File: config.mk
export PLATFORM = sky130hd
export DESIGN_NAME = register_access_top
export DESIGN_NICKNAME = d
export VERILOG_FILES = /design/src/hw/regacc_pkg.sv /design/src/hw/gpr_file.sv /design/src/hw/register_access_top.sv /design/src/hw/seg_file.sv /design/src/hw/stack_pointer_unit.sv /design/src/hw/write_scoreboard.sv
export SDC_FILE = /design/constraint.sdc
export NUM_CORES = 1
export LEC_CHECK = 0
export ABC_AREA = 1
export BUFFER_PORTS_ARGS = -buffer_cell sky130_fd_sc_hd__buf_2
export CORE_ASPECT_RATIO = 1.5
export CORE_MARGIN = 2
export CORE_UTILIZATION = 49
export CTS_CLUSTER_DIAMETER = 60
export DETAILED_ROUTE_END_ITERATION = 10
export PLACE_DENSITY_LB_ADDON = 0.3
export SLEW_MARGIN = 10
export SYNTH_ARGS = -nofsm -noshare
export SYNTH_HDL_FRONTEND = slang
export SYNTH_HIERARCHICAL = 1
export SYNTH_SLANG_ARGS = --single-unit
File: constraint.sdc
create_clock -name clk -period 7.79 [get_ports clk]
set_input_delay 0.3895 -clock clk [delete_from_list [all_inputs] [get_ports clk]]
set_output_delay 0.3895 -clock clk [all_outputs]
set_load 0.01 [all_outputs]
File: src/hw/regacc_pkg.sv
// Shared widths, register numbers, enums and packed structs
// for the register access stage
`default_nettype none

package regacc_pkg;

    // Register widths and counts
    localparam int gpr_w     = 32;
    localparam int seg_w     = 16;
    localparam int reg_num_w = 3;
    localparam int num_seg   = 6;

    typedef logic [gpr_w-1:0]     gpr_t;
    typedef logic [seg_w-1:0]     seg_t;
    typedef logic [reg_num_w-1:0] reg_num_t;

    // Fixed x86 register numbers
    localparam reg_num_t reg_esp = 3'd4;
    localparam reg_num_t reg_esi = 3'd6;
    localparam reg_num_t reg_edi = 3'd7;

    // Segment order is ES, CS, SS, DS, FS, GS
    localparam reg_num_t seg_ss = 3'd2;

    typedef enum logic [1:0] {
        size_byte  = 2'd0,
        size_word  = 2'd1,
        size_dword = 2'd2
    } op_size_e;

    typedef enum logic [1:0] {
        opnd_none = 2'd0,
        opnd_gpr  = 2'd1,
        opnd_seg  = 2'd2
    } operand_kind_e;

    typedef enum logic [1:0] {
        stk_none = 2'd0,
        stk_push = 2'd1,
        stk_pop  = 2'd2
    } stack_op_e;

    // Instruction as it leaves decode
    typedef struct packed {
        op_size_e      size;
        operand_kind_e op0_kind;
        reg_num_t      op0_reg;
        operand_kind_e op1_kind;
        reg_num_t      op1_reg;
        logic          writes_op0;
        stack_op_e     stack_op;
        logic          movs;
        gpr_t          pc;
    } decode_t;

    // Instruction handed to address generation
    typedef struct packed {
        decode_t instr;
        gpr_t    op0_value;
        gpr_t    op1_value;
        gpr_t    stack_address;
    } issue_t;

    typedef struct packed {
        logic     en;
        reg_num_t num;
        op_size_e size;
        gpr_t     data;
    } gpr_wb_t;

    typedef struct packed {
        logic     en;
        reg_num_t num;
        seg_t     data;
    } seg_wb_t;

endpackage

`default_nettype wire

File: src/hw/gpr_file.sv
// General register file, eight 32-bit registers
// Sized writeback and the ESI/EDI step for string moves
`timescale 1ns/1ps
`default_nettype none

module gpr_file (
    input  logic                  clk,
    input  logic                  rst_n,
    input  regacc_pkg::reg_num_t  rd0_num,
    output regacc_pkg::gpr_t      rd0_data,
    input  regacc_pkg::reg_num_t  rd1_num,
    output regacc_pkg::gpr_t      rd1_data,
    input  regacc_pkg::gpr_wb_t   wb,
    input  logic                  movs_step,
    input  regacc_pkg::op_size_e  step_size,
    input  logic                  flag_df
);

    regacc_pkg::gpr_t [7:0] regs;

    // Keep the untouched upper bits for byte and word writes
    function automatic regacc_pkg::gpr_t size_merge(input regacc_pkg::gpr_t old,
                                                    input regacc_pkg::gpr_t data,
                                                    input regacc_pkg::op_size_e size);
        case (size)
            regacc_pkg::size_byte: return {old[31:8], data[7:0]};
            regacc_pkg::size_word: return {old[31:16], data[15:0]};
            default:               return data;
        endcase
    endfunction

    // Step by the element size, down when DF is set
    function automatic regacc_pkg::gpr_t string_step(input regacc_pkg::gpr_t value,
                                                     input regacc_pkg::op_size_e size,
                                                     input logic df);
        regacc_pkg::gpr_t amount;
        case (size)
            regacc_pkg::size_byte: amount = 32'd1;
            regacc_pkg::size_word: amount = 32'd2;
            default:               amount = 32'd4;
        endcase
        return df ? value - amount : value + amount;
    endfunction

    assign rd0_data = regs[rd0_num];
    assign rd1_data = regs[rd1_num];

    always_ff @(posedge clk) begin
        if (!rst_n) begin
            regs <= '0;
        end else begin
            if (movs_step) begin
                regs[regacc_pkg::reg_esi] <= string_step(regs[regacc_pkg::reg_esi],
                                                         step_size, flag_df);
                regs[regacc_pkg::reg_edi] <= string_step(regs[regacc_pkg::reg_edi],
                                                         step_size, flag_df);
            end
            // Writeback is last so it overrides the string step
            if (wb.en) begin
                regs[wb.num] <= size_merge(regs[wb.num], wb.data, wb.size);
            end
        end
    end

    // Decode must never hand a string move an unencoded size
    a_step_size_known: assert property (@(posedge clk) disable iff (!rst_n)
        movs_step |-> step_size inside {regacc_pkg::size_byte, regacc_pkg::size_word,
                                        regacc_pkg::size_dword});

endmodule

`default_nettype wire

File: src/hw/register_access_top.sv
// Register access stage top level
// Handshake gating, operand selection and the four sub-blocks
`timescale 1ns/1ps
`default_nettype none

module register_access_top (
    input  logic                clk,
    input  logic                rst_n,
    input  logic                d_valid,
    output logic                d_ready,
    input  regacc_pkg::decode_t d_instr,
    output logic                r_valid,
    input  logic                r_ready,
    output regacc_pkg::issue_t  r_instr,
    input  regacc_pkg::gpr_wb_t gpr_wb,
    input  regacc_pkg::seg_wb_t seg_wb,
    input  logic                flag_df
);

    logic             stall;
    logic             accept;
    regacc_pkg::gpr_t gpr_rd0;
    regacc_pkg::gpr_t gpr_rd1;
    regacc_pkg::seg_t seg_rd0;
    regacc_pkg::seg_t seg_rd1;
    regacc_pkg::seg_t ss_value;
    regacc_pkg::gpr_t stack_address;

    // Segment values are zero-extended onto the 32-bit operand
    function automatic regacc_pkg::gpr_t operand_sel(input regacc_pkg::operand_kind_e kind,
                                                     input regacc_pkg::gpr_t gpr_value,
                                                     input regacc_pkg::seg_t seg_value);
        case (kind)
            regacc_pkg::opnd_gpr: return gpr_value;
            regacc_pkg::opnd_seg: return {16'b0, seg_value};
            default:              return '0;
        endcase
    endfunction

    // Bypassed stage where the interlock gates both directions
    assign r_valid = d_valid & ~stall;
    assign d_ready = r_ready & ~stall;
    assign accept  = d_valid & d_ready;

    always_comb begin
        r_instr.instr         = d_instr;
        r_instr.op0_value     = operand_sel(d_instr.op0_kind, gpr_rd0, seg_rd0);
        r_instr.op1_value     = operand_sel(d_instr.op1_kind, gpr_rd1, seg_rd1);
        r_instr.stack_address = stack_address;
    end

    gpr_file u_gpr (
        .clk       (clk),
        .rst_n     (rst_n),
        .rd0_num   (d_instr.op0_reg),
        .rd0_data  (gpr_rd0),
        .rd1_num   (d_instr.op1_reg),
        .rd1_data  (gpr_rd1),
        .wb        (gpr_wb),
        .movs_step (accept & d_instr.movs),
        .step_size (d_instr.size),
        .flag_df   (flag_df)
    );

    seg_file u_seg (
        .clk      (clk),
        .rst_n    (rst_n),
        .rd0_num  (d_instr.op0_reg),
        .rd0_data (seg_rd0),
        .rd1_num  (d_instr.op1_reg),
        .rd1_data (seg_rd1),
        .ss_data  (ss_value),
        .wb       (seg_wb)
    );

    write_scoreboard u_scoreboard (
        .clk        (clk),
        .rst_n      (rst_n),
        .instr      (d_instr),
        .accept     (accept),
        .gpr_wb_en  (gpr_wb.en),
        .gpr_wb_num (gpr_wb.num),
        .seg_wb_en  (seg_wb.en),
        .seg_wb_num (seg_wb.num),
        .stall      (stall)
    );

    stack_pointer_unit u_stack (
        .clk           (clk),
        .rst_n         (rst_n),
        .stack_op      (d_instr.stack_op),
        .size          (d_instr.size),
        .accept        (accept),
        .ss_base       (ss_value),
        .gpr_wb        (gpr_wb),
        .stack_address (stack_address)
    );

endmodule

`default_nettype wire

File: src/hw/seg_file.sv
// Segment register file, six 16-bit registers
// Two operand read ports and a dedicated SS port
`timescale 1ns/1ps
`default_nettype none

module seg_file (
    input  logic                 clk,
    input  logic                 rst_n,
    input  regacc_pkg::reg_num_t rd0_num,
    output regacc_pkg::seg_t     rd0_data,
    input  regacc_pkg::reg_num_t rd1_num,
    output regacc_pkg::seg_t     rd1_data,
    output regacc_pkg::seg_t     ss_data,
    input  regacc_pkg::seg_wb_t  wb
);

    regacc_pkg::seg_t [regacc_pkg::num_seg-1:0] regs;

    // Numbers 6 and 7 name no segment and read as zero
    assign rd0_data = (rd0_num < regacc_pkg::num_seg) ? regs[rd0_num] : '0;
    assign rd1_data = (rd1_num < regacc_pkg::num_seg) ? regs[rd1_num] : '0;
    assign ss_data  = regs[regacc_pkg::seg_ss];

    always_ff @(posedge clk) begin
        if (!rst_n) begin
            regs <= '0;
        end else if (wb.en && wb.num < regacc_pkg::num_seg) begin
            regs[wb.num] <= wb.data;
        end
    end

    // Writeback stage should only target real segments
    a_seg_wb_range: assert property (@(posedge clk) disable iff (!rst_n)
        wb.en |-> wb.num < regacc_pkg::num_seg)
        else $warning("segment writeback to number %0d ignored", wb.num);

endmodule

`default_nettype wire

File: src/hw/stack_pointer_unit.sv
// Speculative working ESP for push and pop
// Forms the stack address from SS and the ESP offset
`timescale 1ns/1ps
`default_nettype none

module stack_pointer_unit (
    input  logic                  clk,
    input  logic                  rst_n,
    input  regacc_pkg::stack_op_e stack_op,
    input  regacc_pkg::op_size_e  size,
    input  logic                  accept,
    input  regacc_pkg::seg_t      ss_base,
    input  regacc_pkg::gpr_wb_t   gpr_wb,
    output regacc_pkg::gpr_t      stack_address
);

    regacc_pkg::gpr_t working_esp;
    regacc_pkg::gpr_t stack_delta;
    regacc_pkg::gpr_t push_esp;
    regacc_pkg::gpr_t pop_esp;
    regacc_pkg::gpr_t offset;
    logic             reload;

    // Byte pushes still move the stack by a word
    assign stack_delta = (size == regacc_pkg::size_dword) ? 32'd4 : 32'd2;
    assign push_esp    = working_esp - stack_delta;
    assign pop_esp     = working_esp + stack_delta;

    // Push writes below the current top, pop reads at it
    assign offset        = (stack_op == regacc_pkg::stk_push) ? push_esp : working_esp;
    assign stack_address = {16'b0, ss_base} + offset;

    // Only a full dword write to ESP resynchronizes the copy
    assign reload = gpr_wb.en && gpr_wb.num == regacc_pkg::reg_esp &&
                    gpr_wb.size == regacc_pkg::size_dword;

    always_ff @(posedge clk) begin
        if (!rst_n) begin
            working_esp <= '0;
        end else if (reload) begin
            working_esp <= gpr_wb.data;
        end else if (accept && stack_op == regacc_pkg::stk_push) begin
            working_esp <= push_esp;
        end else if (accept && stack_op == regacc_pkg::stk_pop) begin
            working_esp <= pop_esp;
        end
    end

    // A push never raises ESP unless it wraps below zero or a reload lands
    a_push_moves_down: assert property (@(posedge clk) disable iff (!rst_n)
        (accept && stack_op == regacc_pkg::stk_push && !reload && working_esp >= stack_delta)
        |=> working_esp <= $past(working_esp));

endmodule

`default_nettype wire

File: src/hw/write_scoreboard.sv
// Pending-write scoreboard for general and segment registers
// Raises the interlock stall for operands still in flight
`timescale 1ns/1ps
`default_nettype none

module write_scoreboard (
    input  logic                 clk,
    input  logic                 rst_n,
    input  regacc_pkg::decode_t  instr,
    input  logic                 accept,
    input  logic                 gpr_wb_en,
    input  regacc_pkg::reg_num_t gpr_wb_num,
    input  logic                 seg_wb_en,
    input  regacc_pkg::reg_num_t seg_wb_num,
    output logic                 stall
);

    logic [7:0]                     gpr_pend;
    logic [regacc_pkg::num_seg-1:0] seg_pend;

    // Pending state of one source operand
    function automatic logic src_pending(input regacc_pkg::operand_kind_e kind,
                                         input regacc_pkg::reg_num_t num,
                                         input logic [7:0] gpr_bits,
                                         input logic [regacc_pkg::num_seg-1:0] seg_bits);
        case (kind)
            regacc_pkg::opnd_gpr: return gpr_bits[num];
            regacc_pkg::opnd_seg: return (num < regacc_pkg::num_seg) && seg_bits[num];
            default:              return 1'b0;
        endcase
    endfunction

    always_comb begin
        stall = src_pending(instr.op0_kind, instr.op0_reg, gpr_pend, seg_pend)
              | src_pending(instr.op1_kind, instr.op1_reg, gpr_pend, seg_pend);
        // Stack ops read the working ESP, so wait for any ESP write
        if (instr.stack_op != regacc_pkg::stk_none && gpr_pend[regacc_pkg::reg_esp]) begin
            stall = 1'b1;
        end
    end

    always_ff @(posedge clk) begin
        if (!rst_n) begin
            gpr_pend <= '0;
            seg_pend <= '0;
        end else begin
            if (gpr_wb_en) begin
                gpr_pend[gpr_wb_num] <= 1'b0;
            end
            if (seg_wb_en && seg_wb_num < regacc_pkg::num_seg) begin
                seg_pend[seg_wb_num] <= 1'b0;
            end
            // New destination set after the clears, so it wins a same-cycle hit
            if (accept && instr.writes_op0) begin
                if (instr.op0_kind == regacc_pkg::opnd_gpr) begin
                    gpr_pend[instr.op0_reg] <= 1'b1;
                end else if (instr.op0_kind == regacc_pkg::opnd_seg &&
                             instr.op0_reg < regacc_pkg::num_seg) begin
                    seg_pend[instr.op0_reg] <= 1'b1;
                end
            end
        end
    end

    // Top-level handshake has to respect the interlock
    a_no_accept_on_stall: assert property (@(posedge clk) disable iff (!rst_n)
        accept |-> !stall);

endmodule

`default_nettype wire

* After elaboration in Yosys (flattened, before gate mapping)
Index checks and enable logic that the tools add are counted.
** Operators by class
- Reductions and logical operators :: 17
- Magnitude comparators :: 10
- Bitwise logic cells :: 12
- Mux-type cells :: 62
- $add $sub $neg :: 7
- Eq/ne operators :: 11
** Operator list (number)
- $mux 32 :: 14
- $bmux 32 s3 :: 3
- $bwmux 256 :: 1
- $mux 256 :: 1
- $pmux 32 s2 :: 3
- $mux 64 :: 2
- $add 32x32->32 :: 3
- $bmux 16 s3 :: 2
- $bwmux 96 :: 1
- $demux 32 s3 :: 1
- $sub 32x32->32 :: 3
- $mux 16 :: 5
- $demux 16 s3 :: 1
- $add 16x32->32 :: 1
- $mux 8 :: 4
- $mux 6 :: 5
- $lt 3x4->1 const B :: 4
- $logic_and 1x1->1 :: 13
- $bmux 1 s3 :: 4
- $eq 2x1->1 const B :: 5
- $eq 2x2->1 const B :: 5
- $demux 1 s3 :: 3
- $ge 3x1->1 const B :: 3
- $lt 3x3->1 const B :: 3
- 17 further kinds :: 29
** Storage, ports and cells
- Output and inout port bits :: 146
- Bits of input ports :: 111
- Word-level logic and storage cells :: 136
- Bits in registers :: 398

* Depth between registers and ports, before layout
- Word-level depth :: 18
- Depth in mapped cells :: 25
- Mapped depth without buffers :: 25

* Cells and area by module
The synthesis kept the hierarchy.
** By module, submodules not included
- gpr_file :: cells an instance 2996, instances 1, sequential area each 5124.9 µm², area each 18620.4 µm²
- seg_file :: cells an instance 1017, instances 1, sequential area each 1921.8 µm², area each 5841.9 µm²
- stack_pointer_unit :: cells an instance 902, instances 1, sequential area each 640.6 µm², area each 5286.3 µm²
- register_access_top :: cells an instance 240, instances 1, sequential area each 0.0 µm², area each 1204.9 µm²
- write_scoreboard :: cells an instance 188, instances 1, sequential area each 280.3 µm², area each 1072.3 µm²

* Least setup slack after synthesis
No wires, ideal clock.
- Path kind :: input port to output port
- From :: input d_instr[47] (netlist bit)
- To :: output r_instr[31] (netlist bit)
- Arrival :: 3.241 ns
- Cell stages on the path :: 21
- Setup slack :: 4.160 ns
- Data required time :: 7.400 ns
- Path buffers :: 0
- Path through :: inv_1 nor2_1 inv_1 ha_1 fa_1 nand2_2 inv_1 nand2_2 xor2_1 o21ai_0 ha_1 nand3_1 nor3_1 nand2_1 nand2_1 nand3_1 nand2_2 nand2_2 nor2_1 nor2_1 nor2_1
** RTL lines
- from (decl) :: line register_access_top.sv:11 : input regacc_pkg::decode_t d_instr,
- to (decl) :: line register_access_top.sv:14 : output regacc_pkg::issue_t r_instr,

==> metrics.md <==
| Metric | Value |
|---|---|
| Iter 0 DRT Violations | 4,048 |
| Register area share after synthesis | around 25% |
| CTS Buffer Depth | 3 |
| IO buf count | 192 |
| Skew final | around 36 ps |
| CTS root buf | clkbuf_16 |
| Area share of the largest cell type after synthesis | about a quarter |
| Leak | 0.0148 uW |
| Cells after Synth | 5,343 |
| Mean Syn Cell Area | around 6.0 um2 |
| Synth cell types | 61 |
| Clk Latency, worst-skew pair | 620 ps |
| Fin. max-slew vios | 0 |
| Synth-to-Final Area Change | 5.86% |
| Power per cell area | 176 nW/um2 |
| Fmax | approximately 190 MHz |
| Final core occ | 52.5% |
| Post-CTS sizing | 0 |
| Max VDD drop | 181 uV |
| Critical Path AT | approximately 4800 ps |
| Worst EP required | 7400 ps |
| CP Capture Type | output pin |
| Ys Warns | 6 |
| Final instance area | 33,900 um2 |
| Hold Crit Depth | 3 |
| Layout cells sized above 1 | 9.18% |
| Hpwl dp | between 80 and 90 mm |
| Routed length per instance | between 20 and 25 um |
| Worst-Margin Slew | 1200 ps |
| Syn Nets | 5,551 |
| Vias in the first global route | 33,500 |
| Cell Rows | 114 |
| RSZ-0062 raised after global routing | false |
| Cell accounting for the most synthesized area | dfxtp_1 |
| Die Y-Extent | 317 um |
| CTS sink count | 398 |
| Initial antenna violation count | 4 |
| Pre-Repair DR Iteration Count | 6 |
| R2R depth | 16 |
| Total Neg Setup Slack | 0 ps |
| Startpoint Class | input port |
| Global placement routability congestion | 1.00 |
| Pin count of the biggest net entering global routing | 243 |
| Mapped Area | 32,000 um2 |
| Dpl cells | a little over 6,000 |
| Post-Layout Cell Count | 6,119 |
| Critical path type | in -> out |
| Via count | around 36,000 |
| EDFF count, synth | 0 |
| First-pass GRT wire length | 190 mm |
| Antenna-violating nets left | 0 |
| CTS Buf Count | 46 |
| I/O pins | 257 |
| CP max FO | 5 |
| Synth top area cells | dfxtp_1 25%, nand2_1 15%, o21ai_0 11% |
| Initial Util | 49.6% |
| HP Class | in -> reg |
| CTS Hold Buffers Added | 0 |
| Prevailing post-synth register cell | dfxtp_1 |
| Post-CTS Setup Bufs | 0 |
| Minimum clock period | ~5200 ps |
| Clk slew on worst S/H paths | 60 ps |
| Ant. Diodes | 0 |
| Overall routing resource usage | 36.1% |
| Period utilization | 67.0% |
| Die X-Extent | about 210 um |
| Grt total ovfl | 0 |
| Total Wirelength | 126 mm |
| Max H-tree Level | 2 |
| Nets | 5,431 |
| TritonCTS clock tree | built |
| Final Hold Viols | 0 |
| Dpl cell area | 32,400 um2 |
| Die Area | 67,500 um2 |
| Worst slew margin | 20.0% |
| Ys async rst share | 0% |
| Total core area | 64,600 um2 |
| Outcome | completed |
| DRC | 0 |
| Finish-stage setup viols | 0 |
| Reg2reg setup slack | 4170 ps |
| Flop and latch count out of synthesis | 398 |
| Max Cap Violations | 0 |
| Via density per instance | between 5 and 6 |
==> where the power goes <==
group,switching [uW],internal [uW],leakage [uW],total (uW)
clock,944,1360,0.000756,2310
combinational,1020,431,0.0108,1450
sequential,105,2120,0.00324,2220
==> layout by cell type, fill, tap and decap left out, types with 8 or more instances in the layout <==
| master | count |
|---|---|
| dfxtp_1 | 398 |
| o211ai_1 | 55 |
| nand3_1 | 265 |
| buf_4 | 41 |
| inv_1 | 438 |
| clkinv_2 | 8 |
| nand3b_1 | 13 |
| xor2_1 | 57 |
| o21ai_1 | 69 |
| nor3_1 | 38 |
| ha_1 | 92 |
| xnor2_1 | 10 |
| nand4_1 | 40 |
| o21bai_1 | 8 |
| nor2_4 | 23 |
| buf_2 | 186 |
| or2_2 | 11 |
| a21oi_2 | 10 |
| o2111ai_1 | 8 |
| o21ai_0 | 705 |
| clkbuf_16 | 46 |
| a31oi_1 | 80 |
| inv_2 | 27 |
| nand2_2 | 26 |
| o21a_1 | 8 |
| nand2_1 | 1247 |
| nor2_1 | 520 |
| nor2_2 | 40 |
| a21oi_1 | 649 |
| a21o_1 | 10 |
| o21ai_2 | 14 |
==> state kept, by name (all words and copies together) (netlist names) <==
register,cells
u_scoreboard/gpr_pend,8
u_stack/working_esp,32
u_seg/regs,80
u_seg/ss_data,16
u_gpr/regs,256
u_scoreboard/seg_pend,6
==> Yosys cell counts, drive strengths merged (13+ instances only) <==
master / number
ha: 92
buf: 195
a21oi: 659
o211ai: 55
nor3: 39
o21ai: 788
a31oi: 80
nand2: 1279
nand3b: 13
inv: 471
nand4: 40
xor2: 57
dfxtp: 398
clkbuf: 204
nand3: 270
nor2: 586
==> stage by stage <==
stage | power (uW) | hold slack, ps | worst slack, ps
after CTS | 5960 | 84.4 | 2590
after floorplan | 3240 | 440 | 4160
after global placement | 3660 | 462 | 2710
after global routing | 6210 | 119 | 2340
after detailed placement | 3670 | 469 | 2600
final | 5980 | 105 | 2570
==> cells by family after synthesis <==
family	after synthesis	share of synthesized area (%)
xor gates and xnor gates	68	1.88
adders and majority gates	97	3.91
buffers and inverters	875	12.2
AOI/OAI and AO/OA	1656	27.7
and+or+nand+nor	2249	29.5
DFF	398	24.9
==> final timing paths <==
| check | to | from |
|---|---|---|
| max | r_instr[25] | d_instr[47] |
| min | u_seg/regs[20]$_SDFFE_PN0P_ | seg_wb[4] |
| max reg2reg | u_stack/working_esp[5]$_SDFFE_PN0P_ | u_scoreboard/seg_pend[2]$_SDFF_PN0_ |
| min reg2reg | u_scoreboard/gpr_pend[1]$_SDFF_PN0_ | u_scoreboard/gpr_pend[1]$_SDFF_PN0_ |
==> critical path, cell delays in order <==
cell and delay [ps]:
buf_2 110, inv_1 40, nor2_1 750, inv_1 310, ha_1 300, fa_1 530, nand2_2 210, nor2_2 90
xor2_1 190, o21ai_0 110, ha_1 400, nand2_1 130, o21ai_0 200, a21oi_1 80, nand2_1 170, inv_1 70
nor2_2 120, nor2_2 60, nor2_2 180, nand2_2 90, xnor2_2 130, buf_2 130
==> per-layer routing <==
metal / vias to the layer above / share of wire, % / track usage [%] / wire length (um)
met1: 16495 / 38 / 43.5 / 47300
met3: 465 / 9.5 / 5.57 / 12000
met2: 1940 / 46 / 59.6 / 57800
met4: 6 / 6.8 / 24.1 / 8520
li1: 17442 / - / - / -
met5: - / 0.030 / 0 / 38
==> layout make-up <==
type,instances,area [um2]
clock buffers,58,1260
clock inverters,16,278
inverters,476,1810
fillers,6766,30700
well taps,870,1090
repair buffers,231,1300
flip-flops and latches,398,7970
multi-input cells,4070,20200
No activity file was read; power rests on OpenSTA's default activity.
